==> src/include/mips_ctrl_defs.svh <==
`ifndef MIPS_CTRL_DEFS_SVH
`define MIPS_CTRL_DEFS_SVH

// Instruction field widths
`define OPCODE_W  6
`define FUNCT_W   6
`define RT_W      5

// Control widths
`define STATE_W   4
`define ALUOP_W   4
`define ALUSRCB_W 3
`define MASK_W    3

// ------------------------------------------------------------
// Primary opcodes
`define OP_SPECIAL 6'b000000
`define OP_REGIMM  6'b000001
`define OP_J       6'b000010
`define OP_JAL     6'b000011
`define OP_BEQ     6'b000100
`define OP_BNE     6'b000101
`define OP_BLEZ    6'b000110
`define OP_BGTZ    6'b000111
`define OP_ADDIU   6'b001001
`define OP_SLTI    6'b001010
`define OP_SLTIU   6'b001011
`define OP_ANDI    6'b001100
`define OP_ORI     6'b001101
`define OP_XORI    6'b001110
`define OP_LUI     6'b001111
`define OP_LB      6'b100000
`define OP_LH      6'b100001
`define OP_LW      6'b100011
`define OP_LBU     6'b100100
`define OP_LHU     6'b100101
`define OP_SB      6'b101000
`define OP_SH      6'b101001
`define OP_SW      6'b101011

// ------------------------------------------------------------
// SPECIAL function codes
`define FN_SLL   6'b000000
`define FN_SRL   6'b000010
`define FN_SRA   6'b000011
`define FN_SLLV  6'b000100
`define FN_SRLV  6'b000110
`define FN_SRAV  6'b000111
`define FN_JR    6'b001000
`define FN_JALR  6'b001001
`define FN_MFHI  6'b010000
`define FN_MTHI  6'b010001
`define FN_MFLO  6'b010010
`define FN_MTLO  6'b010011
`define FN_MULT  6'b011000
`define FN_MULTU 6'b011001
`define FN_DIV   6'b011010
`define FN_DIVU  6'b011011
`define FN_ADDU  6'b100001
`define FN_SUBU  6'b100011
`define FN_AND   6'b100100
`define FN_OR    6'b100101
`define FN_XOR   6'b100110
`define FN_SLT   6'b101010
`define FN_SLTU  6'b101011

// REGIMM rt codes, rt must be zero for blez/bgtz
`define RT_ZERO   5'b00000
`define RT_BGEZ   5'b00001
`define RT_BLTZAL 5'b10000
`define RT_BGEZAL 5'b10001

`endif

==> src/hdl/mips_ctrl_pkg.sv <==
`default_nettype none

`include "mips_ctrl_defs.svh"

package mips_ctrl_pkg;

    typedef enum logic [`STATE_W-1:0] {
        S_FETCH  = 4'd0,
        S_DECODE = 4'd1,
        S_EXEC   = 4'd2,
        S_MEM    = 4'd3,
        S_WB     = 4'd4
    } state_e;

    typedef enum logic [5:0] {
        I_NOP, I_ADDU, I_ADDIU, I_SUBU, I_AND, I_ANDI, I_OR, I_ORI,
        I_XOR, I_XORI, I_LUI, I_SLT, I_SLTU, I_SLTI, I_SLTIU,
        I_SLL, I_SRL, I_SRA, I_SLLV, I_SRLV, I_SRAV,
        I_MTHI, I_MTLO, I_MFHI, I_MFLO, I_MULT, I_MULTU, I_DIV, I_DIVU,
        I_LW, I_LB, I_LBU, I_LH, I_LHU, I_SW, I_SB, I_SH,
        I_BEQ, I_BNE, I_BGEZ, I_BGTZ, I_BLEZ, I_BLTZ, I_BGEZAL, I_BLTZAL,
        I_J, I_JAL, I_JR, I_JALR
    } instr_e;

    // Odd codes of the multiply/divide group read the result
    typedef enum logic [`ALUOP_W-1:0] {
        ALU_ADD       = 4'd0,
        ALU_SUB       = 4'd1,
        ALU_AND       = 4'd2,
        ALU_OR        = 4'd3,
        ALU_XOR       = 4'd4,
        ALU_SLL       = 4'd5,
        ALU_SRL       = 4'd6,
        ALU_SRA       = 4'd7,
        ALU_MULT      = 4'd8,
        ALU_MULT_RES  = 4'd9,
        ALU_MULTU     = 4'd10,
        ALU_MULTU_RES = 4'd11,
        ALU_DIV       = 4'd12,
        ALU_DIV_RES   = 4'd13,
        ALU_DIVU      = 4'd14,
        ALU_DIVU_RES  = 4'd15
    } alu_op_e;

    typedef struct packed {
        logic [`OPCODE_W-1:0] opcode;
        logic [`FUNCT_W-1:0]  funct;
        logic [`RT_W-1:0]     rt;
    } instr_fields_t;

    typedef struct packed {
        logic [1:0]             mem_to_reg;
        logic [1:0]             reg_dst;
        logic [1:0]             pc_src;
        logic [1:0]             i_or_d;
        logic [1:0]             alu_src_a;
        logic [`ALUSRCB_W-1:0]  alu_src_b;
        logic [1:0]             extend_cont;
        logic                   extend_mux;
        logic                   ab_switch;
    } path_sel_t;

    typedef struct packed {
        logic ir_write;
        logic mem_write;
        logic mem_read;
        logic pc_write;
        logic reg_write;
        logic alt_pc_write;
        logic alt_pc_mux;
        logic hilo_write;
        logic hilo_sel;
        logic link_en;
        logic link_in;
        logic alt_link_reg_en;
        logic alt_link;
    } strobe_t;

    typedef struct packed {
        alu_op_e             aluop;
        logic [`MASK_W-1:0]  mask_cnt;
        logic [1:0]          byte_cnt;
        logic                byte_store_en;
        logic                half_store_en;
    } alu_mem_t;

    // ------------------------------------------------------------
    // Instruction groups shared by the generators
    function automatic logic is_branch(instr_e c);
        return c inside {I_BEQ, I_BNE, I_BGEZ, I_BGTZ, I_BLEZ, I_BLTZ, I_BGEZAL, I_BLTZAL};
    endfunction

    function automatic logic is_link(instr_e c);
        return c inside {I_BGEZAL, I_BLTZAL, I_JAL, I_JALR};
    endfunction

    function automatic logic is_load(instr_e c);
        return c inside {I_LW, I_LB, I_LBU, I_LH, I_LHU};
    endfunction

    function automatic logic is_store(instr_e c);
        return c inside {I_SW, I_SB, I_SH};
    endfunction

    function automatic logic is_muldiv(instr_e c);
        return c inside {I_MULT, I_MULTU, I_DIV, I_DIVU};
    endfunction

    // Classes that take the immediate as ALU operand B
    function automatic logic is_imm(instr_e c);
        return c inside {I_ADDIU, I_ANDI, I_ORI, I_XORI, I_SLTI, I_SLTIU, I_LUI}
            || is_load(c) || is_store(c);
    endfunction

    function automatic logic is_sext(instr_e c);
        return c inside {I_ADDIU, I_SLTI, I_SLTIU}
            || is_load(c) || is_store(c) || is_branch(c);
    endfunction

    function automatic logic is_rtype(instr_e c);
        return c inside {I_ADDU, I_SUBU, I_AND, I_OR, I_XOR, I_SLT, I_SLTU,
                         I_SLL, I_SRL, I_SRA, I_SLLV, I_SRLV, I_SRAV,
                         I_MFHI, I_MFLO, I_JR} || is_muldiv(c);
    endfunction

    // Results written back from the ALU in the memory state
    function automatic logic is_alu_wb(instr_e c);
        return c inside {I_LUI, I_ADDIU, I_ANDI, I_ORI, I_XORI, I_SLTI, I_SLTIU,
                         I_ADDU, I_SUBU, I_AND, I_OR, I_XOR, I_SLT, I_SLTU,
                         I_SLL, I_SRL, I_SRA, I_SLLV, I_SRLV, I_SRAV,
                         I_MFHI, I_MFLO};
    endfunction

endpackage

`default_nettype wire

==> src/hdl/alu_mem_ctrl.sv <==
`default_nettype none

module alu_mem_ctrl (
    input  mips_ctrl_pkg::state_e   state,
    input  mips_ctrl_pkg::instr_e   iclass,
    output mips_ctrl_pkg::alu_mem_t alu_mem
);

    mips_ctrl_pkg::alu_op_e exec_op;
    mips_ctrl_pkg::alu_op_e result_op;

    // ------------------------------------------------------------
    // Execute op, start codes for multiply and divide
    always_comb begin
        case (iclass)
            mips_ctrl_pkg::I_SUBU, mips_ctrl_pkg::I_SLT, mips_ctrl_pkg::I_SLTU,
            mips_ctrl_pkg::I_SLTI, mips_ctrl_pkg::I_SLTIU: exec_op = mips_ctrl_pkg::ALU_SUB;
            mips_ctrl_pkg::I_AND, mips_ctrl_pkg::I_ANDI:   exec_op = mips_ctrl_pkg::ALU_AND;
            mips_ctrl_pkg::I_OR, mips_ctrl_pkg::I_ORI:     exec_op = mips_ctrl_pkg::ALU_OR;
            mips_ctrl_pkg::I_XOR, mips_ctrl_pkg::I_XORI:   exec_op = mips_ctrl_pkg::ALU_XOR;
            mips_ctrl_pkg::I_SLL, mips_ctrl_pkg::I_SLLV:   exec_op = mips_ctrl_pkg::ALU_SLL;
            mips_ctrl_pkg::I_SRL, mips_ctrl_pkg::I_SRLV:   exec_op = mips_ctrl_pkg::ALU_SRL;
            mips_ctrl_pkg::I_SRA, mips_ctrl_pkg::I_SRAV:   exec_op = mips_ctrl_pkg::ALU_SRA;
            mips_ctrl_pkg::I_MULT:  exec_op = mips_ctrl_pkg::ALU_MULT;
            mips_ctrl_pkg::I_MULTU: exec_op = mips_ctrl_pkg::ALU_MULTU;
            mips_ctrl_pkg::I_DIV:   exec_op = mips_ctrl_pkg::ALU_DIV;
            mips_ctrl_pkg::I_DIVU:  exec_op = mips_ctrl_pkg::ALU_DIVU;
            default: begin
                exec_op = mips_ctrl_pkg::is_branch(iclass) ? mips_ctrl_pkg::ALU_SUB
                                                           : mips_ctrl_pkg::ALU_ADD;
            end
        endcase
    end

    always_comb begin
        case (iclass)
            mips_ctrl_pkg::I_MULT:  result_op = mips_ctrl_pkg::ALU_MULT_RES;
            mips_ctrl_pkg::I_MULTU: result_op = mips_ctrl_pkg::ALU_MULTU_RES;
            mips_ctrl_pkg::I_DIV:   result_op = mips_ctrl_pkg::ALU_DIV_RES;
            mips_ctrl_pkg::I_DIVU:  result_op = mips_ctrl_pkg::ALU_DIVU_RES;
            default:                result_op = mips_ctrl_pkg::ALU_ADD;
        endcase
    end

    always_comb begin
        alu_mem = '0;
        case (state)
            mips_ctrl_pkg::S_EXEC: begin
                alu_mem.aluop = exec_op;
            end
            mips_ctrl_pkg::S_MEM: begin
                alu_mem.aluop         = result_op;
                alu_mem.byte_store_en = (iclass == mips_ctrl_pkg::I_SB);
                alu_mem.half_store_en = (iclass == mips_ctrl_pkg::I_SH);
                alu_mem.byte_cnt      = {alu_mem.half_store_en, alu_mem.byte_store_en};
            end
            mips_ctrl_pkg::S_WB: begin
                // Load mask, signed and unsigned byte and half
                case (iclass)
                    mips_ctrl_pkg::I_LH:  alu_mem.mask_cnt = 3'd1;
                    mips_ctrl_pkg::I_LHU: alu_mem.mask_cnt = 3'd2;
                    mips_ctrl_pkg::I_LB:  alu_mem.mask_cnt = 3'd3;
                    mips_ctrl_pkg::I_LBU: alu_mem.mask_cnt = 3'd4;
                    default:              alu_mem.mask_cnt = 3'd0;
                endcase
            end
            default: begin
                alu_mem = '0;
            end
        endcase
    end

endmodule

`default_nettype wire

==> src/hdl/ctrl_decoder.sv <==
`default_nettype none

module ctrl_decoder (
    input  logic                         clk,
    input  logic                         rst_n,
    input  mips_ctrl_pkg::state_e        state,
    input  mips_ctrl_pkg::instr_fields_t instr,
    output mips_ctrl_pkg::path_sel_t     path,
    output mips_ctrl_pkg::strobe_t       strobes,
    output mips_ctrl_pkg::alu_mem_t      alu_mem
);

    mips_ctrl_pkg::instr_e iclass;

    instr_classifier u_classifier (
        .clk    (clk),
        .rst_n  (rst_n),
        .state  (state),
        .instr  (instr),
        .iclass (iclass)
    );

    path_select u_path_select (
        .state  (state),
        .iclass (iclass),
        .path   (path)
    );

    strobe_gen u_strobe_gen (
        .state   (state),
        .iclass  (iclass),
        .strobes (strobes)
    );

    alu_mem_ctrl u_alu_mem_ctrl (
        .state   (state),
        .iclass  (iclass),
        .alu_mem (alu_mem)
    );

endmodule

`default_nettype wire

==> src/hdl/instr_classifier.sv <==
`default_nettype none

`include "mips_ctrl_defs.svh"

module instr_classifier (
    input  logic                         clk,
    input  logic                         rst_n,
    input  mips_ctrl_pkg::state_e        state,
    input  mips_ctrl_pkg::instr_fields_t instr,
    output mips_ctrl_pkg::instr_e        iclass
);

    mips_ctrl_pkg::instr_e decoded;
    mips_ctrl_pkg::instr_e held;

    // ------------------------------------------------------------
    // Field decode
    always_comb begin
        decoded = mips_ctrl_pkg::I_NOP;
        case (instr.opcode)
            `OP_SPECIAL: begin
                case (instr.funct)
                    `FN_SLL:   decoded = mips_ctrl_pkg::I_SLL;
                    `FN_SRL:   decoded = mips_ctrl_pkg::I_SRL;
                    `FN_SRA:   decoded = mips_ctrl_pkg::I_SRA;
                    `FN_SLLV:  decoded = mips_ctrl_pkg::I_SLLV;
                    `FN_SRLV:  decoded = mips_ctrl_pkg::I_SRLV;
                    `FN_SRAV:  decoded = mips_ctrl_pkg::I_SRAV;
                    `FN_JR:    decoded = mips_ctrl_pkg::I_JR;
                    `FN_JALR:  decoded = mips_ctrl_pkg::I_JALR;
                    `FN_MFHI:  decoded = mips_ctrl_pkg::I_MFHI;
                    `FN_MTHI:  decoded = mips_ctrl_pkg::I_MTHI;
                    `FN_MFLO:  decoded = mips_ctrl_pkg::I_MFLO;
                    `FN_MTLO:  decoded = mips_ctrl_pkg::I_MTLO;
                    `FN_MULT:  decoded = mips_ctrl_pkg::I_MULT;
                    `FN_MULTU: decoded = mips_ctrl_pkg::I_MULTU;
                    `FN_DIV:   decoded = mips_ctrl_pkg::I_DIV;
                    `FN_DIVU:  decoded = mips_ctrl_pkg::I_DIVU;
                    `FN_ADDU:  decoded = mips_ctrl_pkg::I_ADDU;
                    `FN_SUBU:  decoded = mips_ctrl_pkg::I_SUBU;
                    `FN_AND:   decoded = mips_ctrl_pkg::I_AND;
                    `FN_OR:    decoded = mips_ctrl_pkg::I_OR;
                    `FN_XOR:   decoded = mips_ctrl_pkg::I_XOR;
                    `FN_SLT:   decoded = mips_ctrl_pkg::I_SLT;
                    `FN_SLTU:  decoded = mips_ctrl_pkg::I_SLTU;
                    default:   decoded = mips_ctrl_pkg::I_NOP;
                endcase
            end
            `OP_REGIMM: begin
                case (instr.rt)
                    `RT_ZERO:   decoded = mips_ctrl_pkg::I_BLTZ;
                    `RT_BGEZ:   decoded = mips_ctrl_pkg::I_BGEZ;
                    `RT_BLTZAL: decoded = mips_ctrl_pkg::I_BLTZAL;
                    `RT_BGEZAL: decoded = mips_ctrl_pkg::I_BGEZAL;
                    default:    decoded = mips_ctrl_pkg::I_NOP;
                endcase
            end
            `OP_BLEZ:  decoded = (instr.rt == `RT_ZERO) ? mips_ctrl_pkg::I_BLEZ
                                                        : mips_ctrl_pkg::I_NOP;
            `OP_BGTZ:  decoded = (instr.rt == `RT_ZERO) ? mips_ctrl_pkg::I_BGTZ
                                                        : mips_ctrl_pkg::I_NOP;
            `OP_BEQ:   decoded = mips_ctrl_pkg::I_BEQ;
            `OP_BNE:   decoded = mips_ctrl_pkg::I_BNE;
            `OP_J:     decoded = mips_ctrl_pkg::I_J;
            `OP_JAL:   decoded = mips_ctrl_pkg::I_JAL;
            `OP_ADDIU: decoded = mips_ctrl_pkg::I_ADDIU;
            `OP_SLTI:  decoded = mips_ctrl_pkg::I_SLTI;
            `OP_SLTIU: decoded = mips_ctrl_pkg::I_SLTIU;
            `OP_ANDI:  decoded = mips_ctrl_pkg::I_ANDI;
            `OP_ORI:   decoded = mips_ctrl_pkg::I_ORI;
            `OP_XORI:  decoded = mips_ctrl_pkg::I_XORI;
            `OP_LUI:   decoded = mips_ctrl_pkg::I_LUI;
            `OP_LB:    decoded = mips_ctrl_pkg::I_LB;
            `OP_LH:    decoded = mips_ctrl_pkg::I_LH;
            `OP_LW:    decoded = mips_ctrl_pkg::I_LW;
            `OP_LBU:   decoded = mips_ctrl_pkg::I_LBU;
            `OP_LHU:   decoded = mips_ctrl_pkg::I_LHU;
            `OP_SB:    decoded = mips_ctrl_pkg::I_SB;
            `OP_SH:    decoded = mips_ctrl_pkg::I_SH;
            `OP_SW:    decoded = mips_ctrl_pkg::I_SW;
            default:   decoded = mips_ctrl_pkg::I_NOP;
        endcase
    end

    // Class held from decode until the next fetch
    always_ff @(posedge clk or negedge rst_n) begin
        if (!rst_n) begin
            held <= mips_ctrl_pkg::I_NOP;
        end else if (state == mips_ctrl_pkg::S_DECODE) begin
            held <= decoded;
        end else if (state == mips_ctrl_pkg::S_FETCH) begin
            held <= mips_ctrl_pkg::I_NOP;
        end
    end

    always_comb begin
        case (state)
            mips_ctrl_pkg::S_DECODE: iclass = decoded;
            mips_ctrl_pkg::S_FETCH:  iclass = mips_ctrl_pkg::I_NOP;
            default:                 iclass = held;
        endcase
    end

endmodule

`default_nettype wire

==> src/hdl/path_select.sv <==
`default_nettype none

module path_select (
    input  mips_ctrl_pkg::state_e    state,
    input  mips_ctrl_pkg::instr_e    iclass,
    output mips_ctrl_pkg::path_sel_t path
);

    logic       link;
    logic       shift_imm;
    logic       shift_var;
    logic       reg_move;
    logic [1:0] ext_sel;

    assign link      = mips_ctrl_pkg::is_link(iclass);
    assign shift_imm = iclass inside {mips_ctrl_pkg::I_SLL, mips_ctrl_pkg::I_SRL,
                                      mips_ctrl_pkg::I_SRA};
    assign shift_var = iclass inside {mips_ctrl_pkg::I_SLLV, mips_ctrl_pkg::I_SRLV,
                                      mips_ctrl_pkg::I_SRAV};
    // hi/lo moves and register jumps pass a register through the ALU
    assign reg_move  = iclass inside {mips_ctrl_pkg::I_MTHI, mips_ctrl_pkg::I_MTLO,
                                      mips_ctrl_pkg::I_MFHI, mips_ctrl_pkg::I_MFLO,
                                      mips_ctrl_pkg::I_JR, mips_ctrl_pkg::I_JALR};

    always_comb begin
        if (mips_ctrl_pkg::is_sext(iclass)) begin
            ext_sel = 2'b10;
        end else if (iclass == mips_ctrl_pkg::I_LUI) begin
            ext_sel = 2'b11;
        end else begin
            ext_sel = 2'b00;
        end
    end

    always_comb begin
        path = '0;
        case (state)
            mips_ctrl_pkg::S_FETCH: begin
                path.alu_src_b   = 3'b001;
                path.extend_cont = 2'b10;
            end
            mips_ctrl_pkg::S_DECODE: begin
                if (mips_ctrl_pkg::is_rtype(iclass)) begin
                    path.reg_dst = 2'b01;
                end else if (link && !mips_ctrl_pkg::is_branch(iclass)) begin
                    path.reg_dst = 2'b10;
                end
                path.pc_src      = 2'b10;
                path.alu_src_b   = 3'b011;
                path.extend_cont = ext_sel;
                path.extend_mux  = 1'b1;
            end
            mips_ctrl_pkg::S_EXEC: begin
                if (mips_ctrl_pkg::is_rtype(iclass) || iclass == mips_ctrl_pkg::I_JALR) begin
                    path.reg_dst = 2'b01;
                end else if (link) begin
                    path.reg_dst = 2'b10;
                end
                path.pc_src = 2'b01;
                if (iclass == mips_ctrl_pkg::I_LUI) begin
                    path.alu_src_a = 2'b10;
                end else if (iclass inside {mips_ctrl_pkg::I_MFHI, mips_ctrl_pkg::I_MFLO}) begin
                    path.alu_src_a = 2'b11;
                end else begin
                    path.alu_src_a = 2'b01;
                end
                if (mips_ctrl_pkg::is_imm(iclass)) begin
                    path.alu_src_b = 3'b010;
                end else if (shift_imm) begin
                    path.alu_src_b = 3'b100;
                end else if (shift_var) begin
                    path.alu_src_b = 3'b101;
                end else if (reg_move) begin
                    path.alu_src_b = 3'b110;
                end
                path.ab_switch   = shift_imm || shift_var;
                path.extend_cont = ext_sel;
                path.extend_mux  = 1'b1;
            end
            mips_ctrl_pkg::S_MEM: begin
                path.mem_to_reg  = (iclass inside {mips_ctrl_pkg::I_SLT, mips_ctrl_pkg::I_SLTU,
                                                   mips_ctrl_pkg::I_SLTI,
                                                   mips_ctrl_pkg::I_SLTIU}) ? 2'b10 : 2'b00;
                path.reg_dst     = mips_ctrl_pkg::is_imm(iclass) ? 2'b00 : 2'b01;
                path.i_or_d      = (iclass inside {mips_ctrl_pkg::I_LW, mips_ctrl_pkg::I_SW})
                                   ? 2'b01 : 2'b10;
                path.pc_src      = 2'b01;
                path.alu_src_a   = 2'b01;
                path.extend_cont = ext_sel;
                path.extend_mux  = 1'b1;
            end
            mips_ctrl_pkg::S_WB: begin
                if (mips_ctrl_pkg::is_muldiv(iclass)) begin
                    path.mem_to_reg = 2'b00;
                end else if (link) begin
                    path.mem_to_reg = 2'b11;
                end else begin
                    path.mem_to_reg = 2'b01;
                end
                path.reg_dst     = link ? 2'b10 : 2'b00;
                path.pc_src      = 2'b10;
                path.alu_src_b   = link ? 3'b001 : 3'b011;
                path.extend_cont = ext_sel;
                path.extend_mux  = 1'b1;
            end
            default: begin
                path = '0;
            end
        endcase
    end

endmodule

`default_nettype wire

==> src/hdl/strobe_gen.sv <==
`default_nettype none

module strobe_gen (
    input  mips_ctrl_pkg::state_e  state,
    input  mips_ctrl_pkg::instr_e  iclass,
    output mips_ctrl_pkg::strobe_t strobes
);

    logic store;
    logic mfhi;

    assign store = mips_ctrl_pkg::is_store(iclass);
    assign mfhi  = (iclass == mips_ctrl_pkg::I_MFHI);

    always_comb begin
        strobes = '0;
        case (state)
            mips_ctrl_pkg::S_FETCH: begin
                strobes.ir_write = 1'b1;
                strobes.mem_read = 1'b1;
                strobes.pc_write = 1'b1;
            end
            mips_ctrl_pkg::S_DECODE: begin
                strobes.mem_read     = 1'b1;
                strobes.alt_pc_write = iclass inside {mips_ctrl_pkg::I_J, mips_ctrl_pkg::I_JAL};
                strobes.alt_pc_mux   = 1'b1;
                strobes.hilo_sel     = mfhi;
            end
            mips_ctrl_pkg::S_EXEC: begin
                strobes.mem_read     = 1'b1;
                strobes.alt_pc_write = mips_ctrl_pkg::is_branch(iclass);
                strobes.hilo_sel     = mfhi;
                strobes.link_en      = 1'b1;
                strobes.link_in      = mips_ctrl_pkg::is_link(iclass);
            end
            mips_ctrl_pkg::S_MEM: begin
                strobes.mem_write       = store;
                strobes.mem_read        = !store;
                strobes.reg_write       = mips_ctrl_pkg::is_alu_wb(iclass);
                strobes.alt_pc_write    = iclass inside {mips_ctrl_pkg::I_JR,
                                                         mips_ctrl_pkg::I_JALR};
                strobes.hilo_write      = mips_ctrl_pkg::is_muldiv(iclass)
                                          || iclass inside {mips_ctrl_pkg::I_MTHI,
                                                            mips_ctrl_pkg::I_MTLO};
                strobes.hilo_sel        = mfhi || iclass == mips_ctrl_pkg::I_MTHI;
                strobes.alt_link_reg_en = 1'b1;
                strobes.alt_link        = (iclass == mips_ctrl_pkg::I_JALR);
            end
            mips_ctrl_pkg::S_WB: begin
                // Second hi/lo write takes the other half of the result
                strobes.mem_read   = 1'b1;
                strobes.reg_write  = mips_ctrl_pkg::is_load(iclass)
                                     || mips_ctrl_pkg::is_link(iclass);
                strobes.alt_pc_mux = 1'b1;
                strobes.hilo_write = mips_ctrl_pkg::is_muldiv(iclass);
                strobes.hilo_sel   = mips_ctrl_pkg::is_muldiv(iclass) || mfhi;
            end
            default: begin
                strobes = '0;
            end
        endcase
    end

endmodule

`default_nettype wire

==> config.mk <==
export PLATFORM = sky130hd
export DESIGN_NAME = ctrl_decoder
export DESIGN_NICKNAME = d
export VERILOG_FILES = /design/src/hdl/mips_ctrl_pkg.sv /design/src/hdl/alu_mem_ctrl.sv /design/src/hdl/ctrl_decoder.sv /design/src/hdl/instr_classifier.sv /design/src/hdl/path_select.sv /design/src/hdl/strobe_gen.sv
export VERILOG_INCLUDE_DIRS = /design/src /design/src/include
export SDC_FILE = /design/constraint.sdc
export NUM_CORES = 1
export LEC_CHECK = 0
export BUFFER_PORTS_ARGS = -buffer_cell sky130_fd_sc_hd__clkbuf_2
export CORE_MARGIN = 8
export CORE_UTILIZATION = 55
export DETAILED_ROUTE_END_ITERATION = 16
export GPL_TIMING_DRIVEN = 1
export PLACE_DENSITY = 0.83
export SKIP_CTS_REPAIR_TIMING = 1
export SLEW_MARGIN = 5
export SYNTH_ARGS = -nofsm -noshare
export SYNTH_HDL_FRONTEND = slang
export SYNTH_SLANG_ARGS = --single-unit
==> constraint.sdc <==
create_clock -name clk -period 3.5 [get_ports clk]
set_input_delay 0.175 -clock clk [delete_from_list [all_inputs] [get_ports clk]]
set_output_delay 0.175 -clock clk [all_outputs]
set_load 0.03 [all_outputs]
==> results of run 1 <==
==> through the flow <==
stage / setup slack, ns / hold WS (ns)
2_1_floorplan: 0.02515 / -0.1206
4_1_cts: 0.1792 / -0.2247
5_1_grt: 0.01438 / 0.3338
3_5_place_dp: 0.1807 / 0.003532
3_3_place_gp: 0.2492 / 0.0007551
6_report: 0.1484 / 0.3225
==> cell type report <==
cell class | count | area share [%]
Clock buffer | 3 | 1.447
Inverter | 23 | 3.113
Multi-Input combinational cell | 302 | 69.49
Sequential cell | 6 | 5.261
Tap cell | 52 | 2.280
Timing Repair Buffer | 89 | 18.41
==> synthesized netlist by cell type (all sizes together) (3+ instances only) <==
cell	instances	area, um2
nor2b	9	56.30
a21oi	26	141.4
nand4	10	62.56
o2111ai	9	78.83
and2	4	27.53
o21a	3	22.52
nor4	4	31.28
nor4b	3	26.28
inv	21	78.82
or4	3	26.27
a211oi	4	35.03
ha	6	75.07
dfrtp	6	150.1
nor3b	4	30.03
nor3	10	50.05
nand3b	3	22.52
nor2	36	137.6
o22ai	6	37.54
buf	31	191.4
a21o	3	22.52
nand2b	9	56.30
clkbuf	6	22.52
nand3	15	75.07
o21ai	22	113.9
and3	4	25.02
mux2i	4	40.04
xnor2	9	78.83
o311ai	4	35.04
or2	3	18.77
nand2	33	128.9
a22oi	4	30.03
a32oi	4	35.03
==> power by group through the flow <==
stage               logic [uW]  registers, uW  clock network (uW)
finish                     182           70.8                99.5
global route               198           70.8                 105
CTS                        178           70.8                 102
detailed placement         178           71.6                   0
global placement           175           71.6                   0
floorplan                  133           71.5                   0
==> kinds of logic after synthesis <==
kind of cell    share of synthesized area (%)
simple gates                            35.56
fa+ha+maj                               3.083
flops                                   6.166
mux                                     2.107
buf+inv                                 12.38
compound gates                          37.10
xor+xnor                                3.597
==> per-layer routing <==
| metal | track usage (%) | vias to the layer above | share of wire [%] |
|---|---|---|---|
| met4 | 4.828 | 0 | 1.9 |
| li1 | - | 1497 | - |
| met2 | 37.20 | 206 | 47 |
| met5 | 0 | - | 0 |
| met3 | 4.329 | 29 | 11 |
| met1 | 33.71 | 1426 | 41 |
==> final timing paths <==
check	slack, ns	depth (start not counted)	startpoint	endpoint
hold reg to reg	0.86	3	u_classifier.held[4]	u_classifier.held[4]
hold / removal	0.32	2	rst_n	u_classifier.held[4]
setup / recovery	0.15	12	instr[16]	path[5]
min in group clk	0.70	6	instr[2]	u_classifier.held[0]
max in group asynchronous	3.03	2	rst_n	u_classifier.held[3]
setup reg to reg	1.88	6	u_classifier.held[1]	u_classifier.held[1]
==> implementation parameters, run 1 <==
Parameter                              Value

Run status
  Outcome    complete, no violations

Yosys
  Post-synthesis sequential area ratio    under 10%
  Synthesized netlist cell count    368
  Yosys synthesis warning count    0
  Cell area after synthesis    2435 um2
  EDFF count, synth    0
  Flip-flop and latch count after synthesis    6
  Synthesized area divided by synthesized cell count    6.616 um2
  Synth async-reset ratio    100.0%
  Primary FF master, synth    dfrtp_1
  Cell variety after synth    between 80 and 90
  Number of nets in the synthesized netlist    397

Final layout
  Post-route cell area    approximately 2900 um2
  Share of post-route cells with drive strength above 1    27.19%
  Flip-flop count of the largest register, all copies and words added    6
  Largest register by flop count    u_classifier.held
  Top Registers    u_classifier.held: 6 flops
  Leading cell type in the layout, fill and taps excluded    clkbuf_2
  Highest-count cells in the layout ignoring fill and taps    63 x clkbuf_2, 35 x nor2_1, 31 x nand2_1
  Non-Filler Instances    475
  FF/Latch Area    150.1 um2
  Utilization after layout    between 60 and 70%
  Number of inserted filler cells in the final layout    395
  Diode count    0
  Synth-to-Final Area Change    17.21%
  Final net count    approximately 450
  Area occupied by multi-input gates    approximately 2000 um2

Global routing
  Antenna violations before repair    0
  First-pass GRT wire length    roughly 14000 um
  GRT Util Overall    24.00%
  Remaining global-route overflow    0
  Maximum number of pins on one net before global-route repair    23
  Vias in the first global route    2724

Placed design
  # placed instances    469
  Cell area after placement    2786 um2
  Detailed-placement wirelength estimate    6593 um
  Number of buffers inserted by port buffering    63
  Last weighted congestion value of the routability-driven placer    around 1.1

Clock tree
  Clock slew at the register clock pins of the worst setup and hold paths    ~0.030 ns
  Number of buffers created by CTS    3
  TritonCTS clock tree    yes
  Clock tree sinks    6
  CTS max path bufs    2
  Number of levels the H-tree was split into    1
  Clock insertion delay at the later pin of the skew report    0.21 ns
  Buffer cell driving the clock tree root    clkbuf_8

Die
  Number of placed I/O pins    64
  Effective utilization at floorplan    56.31%
  Die Area    6812 um2
  Floorplan Core Area    approximately 4300 um2
  Std cell rows    24
  Width of the chip    82.54 um
  Die height    82.54 um

STA
  Final slew viol count    0
  Worst slew margin    41.43%
  Final setup fails    0
  Final total negative setup slack    0 ns
  Portion of the clock cycle consumed by the worst path in the final layout    between 90 and 100%
  Maximum achievable frequency    298.4 MHz
  Final Hold Viols    0
  Clock skew    0 ns
  Post-route minimum period    around 3.4 ns
  Tightest Pin Transition    0.8664 ns
  Unrepaired setup endpoints after global routing    no

Worst setup path
  Critical Path End Type    primary output
  Buf+Inv Stages, Crit Path    3
  Largest fanout of any net on the critical path    17
  Biggest cell delay along the critical path    0.54 ns
  Critical path startpoint category    primary input
  Kind of cell with the highest combined delay on the critical path    simple AND/OR/NAND/NOR gates
  Required @ worst endpoint    between 3 and 4 ns
  Cell at the slowest stage of the critical path    or4_4
  Type of the worst setup path    in -> out
  Sequence of cells on the critical path    clkbuf_2, or4_4, nor3_1, o21ai_0, a32o_1, inv_2, nor2_1, o21a_1, nor2_1, o311ai_1, a221o_1, clkbuf_2
  Arrival time of data at the critical path endpoint    3.18 ns

Power and ir drop
  Logic gate share of total power    between 50% and 60%
  Reported leakage power    0.001241 uW
  Switching pwr    ~140 uW
  PwrDens    123.6 nW/um2
  Sequential fraction of design power    20.1%
  Design Power    352.8 uW
  Clock share of power    between 20% and 30%
  Switching part of the total    40.43%
  Design internal power    210.2 uW
  Max VDD drop    0.1237 mV

Detailed routing
  Residual DRC    0
  Antenna viol nets, final    0
  Number of detailed-route iterations in the first pass    6
  Detail-routed net length per standard cell    17.93 um
  Total wirelength of the detailed-routed design    8515 um
  Via-to-Cell Ratio    6.648
  DRT iter0 DRCs    ~410
  Routed vias    3158

Job
  Max-cap check violation count    0

Min path
  Hold WC Path Type    in -> async
Power figures use the tool's default switching activity.
==> inputs of run 2 (changes only) <==
--- a/config.mk
+++ b/config.mk
@@ -8,12 +8,12 @@
 export LEC_CHECK = 0
 export BUFFER_PORTS_ARGS = -buffer_cell sky130_fd_sc_hd__clkbuf_2
 export CORE_MARGIN = 8
-export CORE_UTILIZATION = 55
+export CORE_UTILIZATION = 56
 export DETAILED_ROUTE_END_ITERATION = 16
 export GPL_TIMING_DRIVEN = 1
 export PLACE_DENSITY = 0.83
 export SKIP_CTS_REPAIR_TIMING = 1
-export SLEW_MARGIN = 5
 export SYNTH_ARGS = -nofsm -noshare
 export SYNTH_HDL_FRONTEND = slang
+export SYNTH_HIERARCHICAL = 1
 export SYNTH_SLANG_ARGS = --single-unit
==> run 2 against run 1 <==
Compared with the run above: flip-flop and latch count did not move; fmax fell by 0.86%; global-route usage fell by 0.76 points; setup slack got worse by 0.029 ns; critical path type unchanged; sequential power increased by 3%; largest cell class unchanged.
==> implementation parameters, run 2 <==
Parameter                              Value

Run status
  Outcome    complete, no violations (unchanged)

Placed design
  Post-Place Worst Slack    0.07776 ns (was 0.1807 ns)
  Detailed-placement wirelength estimate    6585 um (was 6593 um)
  Number of buffers inserted by port buffering    63 (unchanged)
  Last weighted congestion value of the routability-driven placer    0.9833 (was 1.065)
  Cell area after placement    3274 um2 (was 2786 um2)

Global routing
  First-pass GRT wire length    14650 um (was 13520 um)
  Vias in the first global route    3134 (was 2724)
  Antenna violations before repair    0 (unchanged)
  Maximum number of pins on one net before global-route repair    31 (was 23)
  Remaining global-route overflow    0 (unchanged)
  GRT Util Overall    23.24% (was 24.00%)

STA
  Tightest Pin Transition    0.4964 ns (was 0.8664 ns)
  Final Hold Viols    0 (unchanged)
  Final setup fails    0 (unchanged)
  Final critical-path setup slack    0.1194 ns (was 0.1484 ns)
  Post-route minimum period    3.381 ns (was 3.352 ns)
  Portion of the clock cycle consumed by the worst path in the final layout    96.59% (was 95.76%)
  Worst slew margin    66.65% (was 41.43%)
  Maximum achievable frequency    295.8 MHz (was 298.4 MHz)
  Final slew viol count    0 (unchanged)
  Clock skew    0 ns (unchanged)

Yosys
  Top post-synthesis cells by count    40 x nor2_1, 31 x nand2_1, 28 x a21oi_1 (was 35 x nor2_1, 31 x nand2_1, 23 x a21oi_1)
  Library cell occupying the most area in the post-synthesis netlist    dfrtp_1 (unchanged)
  Primary FF master, synth    dfrtp_1 (unchanged)
  Yosys synthesis warning count    6 (was 0)
  Synthesized netlist cell count    425 (was 368)
  Post-synthesis sequential area ratio    5.512% (was 6.166%)
  EDFF count, synth    0 (unchanged)
  Flip-flop and latch count after synthesis    6 (unchanged)
  Cell area after synthesis    2724 um2 (was 2435 um2)
  Synth async-reset ratio    100.0% (unchanged)
  Synthesized area divided by synthesized cell count    6.409 um2 (was 6.616 um2)
  Share of the synthesized area in the top cell type    5.512% (was 6.166%)
  Cell variety after synth    79 (was 81)
  Main area contributors after synthesis    dfrtp_1 5.5%, nor2_1 5.5%, a21oi_1 5.1%, nor2b_1 5.1%, o21ai_0 4.4% (was dfrtp_1 6.2%, nor2_1 5.4%, nand2_1 4.8%, a21oi_1 4.7%, buf_2 4.3%)
  Most frequently used cell type in the post-synthesis netlist    nor2_1 (unchanged)
  Number of nets in the synthesized netlist    453 (was 397)

Clock tree
  Number of buffers created by CTS    3 (unchanged)
  Clock slew at the register clock pins of the worst setup and hold paths    0.04 ns (was 0.03 ns)
  Clock insertion delay at the later pin of the skew report    0.23 ns (was 0.21 ns)
  Buffer cell driving the clock tree root    clkbuf_8 (unchanged)
  Clock tree sinks    6 (unchanged)
  CTS max path bufs    2 (unchanged)
  Number of levels the H-tree was split into    1 (unchanged)
  TritonCTS clock tree    yes (unchanged)

Detailed routing
  Number of detailed-route iterations in the first pass    5 (was 6)
  Residual DRC    0 (unchanged)
  DRT iter0 DRCs    404 (was 408)
  Via-to-Cell Ratio    6.504 (was 6.648)
  Total wirelength of the detailed-routed design    9028 um (was 8515 um)
  Detail-routed net length per standard cell    16.36 um (was 17.93 um)
  Routed vias    3590 (was 3158)
  Antenna viol nets, final    0 (unchanged)

Die
  Std cell rows    25 (was 24)
  Floorplan Core Area    4723 um2 (was 4324 um2)
  Number of placed I/O pins    64 (unchanged)
  Effective utilization at floorplan    57.67% (was 56.31%)
  Die height    85.74 um (was 82.54 um)
  Width of the chip    85.74 um (was 82.54 um)
  Die Area    7351 um2 (was 6812 um2)

Worst setup path
  Kind of cell with the highest combined delay on the critical path    simple AND/OR/NAND/NOR gates (unchanged)
  Cell at the slowest stage of the critical path    or3_1 (was or4_4)
  Critical register-to-register path startpoint    u_classifier/held[2] (was u_classifier.held[1])
  Largest fanout of any net on the critical path    13 (was 17)
  Source of the critical timing path    state[1] (was instr[16])
  Biggest cell delay along the critical path    0.43 ns (was 0.54 ns)
  Type of the worst setup path    in -> out (unchanged)
  Reg-to-reg endpoint    u_classifier/held[2] (was u_classifier.held[1])
  Worst-case register-to-register setup slack    2.19 ns (was 1.88 ns)
  Critical path startpoint category    primary input (unchanged)
  Cell repeated most along the worst path    buf_4
  Critical Path End Type    primary output (unchanged)
  Sequence of cells on the critical path    clkbuf_2, or3_1, or3b_1, a221o_1, buf_4, o21ai_2, buf_4, buf_4, nor2b_1, mux2i_1, nand3_1, o221a_1, a211oi_4, clkbuf_2 (was clkbuf_2, or4_4, nor3_1, o21ai_0, a32o_1, inv_2, nor2_1, o21a_1, nor2_1, o311ai_1, a221o_1, clkbuf_2)
  Required @ worst endpoint    3.32 ns (about the same)
  Worst reg2reg path depth    5 (was 6)
  Arrival time of data at the critical path endpoint    3.21 ns (was 3.18 ns)
  Buf+Inv Stages, Crit Path    5 (was 3)

Power and ir drop
  Max VDD drop    0.1096 mV (was 0.1237 mV)
  Design Power    452.1 uW (was 352.8 uW)
  Reported leakage power    0.001287 uW (was 0.001241 uW)
  PwrDens    134.4 nW/um2 (was 123.6 nW/um2)

Final layout
  Number of inserted filler cells in the final layout    404 (was 395)
  Largest register by flop count    u_classifier/held (was u_classifier.held)
  Flip-flop count of the largest register, all copies and words added    6 (unchanged)
  Leading cell type in the layout, fill and taps excluded    clkbuf_2 (unchanged)
  Final net count    515 (was 454)
  Top Registers    u_classifier/held: 6 flops (was u_classifier.held: 6 flops)
  Post-route cell area    3364 um2 (was 2854 um2)
  Share of post-route cells with drive strength above 1    27.01% (was 27.19%)
  Synth-to-Final Area Change    23.52% (was 17.21%)
  Highest-count cells in the layout ignoring fill and taps    62 x clkbuf_2, 38 x nor2_1, 31 x buf_4, 31 x nand2_1, 28 x a21oi_1 (was 63 x clkbuf_2, 35 x nor2_1, 31 x nand2_1)
  Diode count    0 (unchanged)

Job
  Max-cap check violation count    0 (unchanged)

Min path
  Hold WC Path Type    in -> async (unchanged)
-- run 2: changes by cell type in the layout (fill, tap and decap cells not counted), moves of 5 or more --
cell and change:
nand4_1 -5, a21oi_1 +5, or3_1 +5, nand2b_1 +6, nor2b_1 +12, nor3_1 +5
o211ai_1 +7, buf_4 +7, o2111ai_1 -7, o21ai_0 +6, a31oi_1 +8
-- run 2: worst max-delay path by stage --
stage	cells after the start	endpoint	slack [ns]
2_1_floorplan	11	path[16]	-0.19
3_3_place_gp	15	strobes[7]	0.22
6_report	14	path[3]	0.12
5_1_grt	13	path[14]	-0.003
4_1_cts	15	strobes[7]	0.07
3_5_place_dp	15	strobes[7]	0.08
-- run 2: logic make-up after synthesis --
family,share of synthesized area [%]
fa+ha+maj,2.297
buf+inv,10.47
flops,5.512
compound gates,33.63
mux,2.205
xor+xnor,3.215
simple gates,42.67
-- run 2: metal layers --
metal	up-vias	global-route usage (%)	wire, um
li1	1710	-	-
met1	1660	30.64	3891
met2	194	37.45	4217
met3	26	3.438	684
met4	0	7.643	235
met5	-	0	0
-- run 2: area by class of cell --
class                   instances  area [um2]  share of cell area [%]
repair buffers                 98       611.8                   18.19
clock buffers                   3       41.29                   1.227
well taps                      67       83.83                   2.492
multi-input cells             362        2415                   71.77
flip-flops and latches          6       150.1                   4.463
inverters                      16       62.56                   1.859
-- run 2: power breakdown --
group / leakage (uW) / internal (uW) / total, uW / switching (uW)
combinational: 0.00118 / 99.5 / 269 / 170
clock: 0.0000216 / 74.4 / 110 / 35.8
sequential: 0.0000833 / 71.8 / 72.6 / 0.850
-- run 2: per-stage QoR --
step,std cells,setup TNS (ns),hold WS [ns],utilization [%]
finish,552,0,0.3090,71.23
detailed placement,546,0,0.01625,69.32
global placement,546,0,0.01282,69.32
floorplan,425,-0.2564,-0.1206,-
global route,552,-0.002631,0.3466,71.23
CTS,549,0,-0.2296,70.20
-- run 2: worst reg2reg max path: cells and delay by family (launching register included) --
family	cells	cell delay (ns)
AOI/OAI and AO/OA	2	0.40
buffers and inverters	1	0.32
DFF	1	0.31
and+or+nand+nor	2	0.17
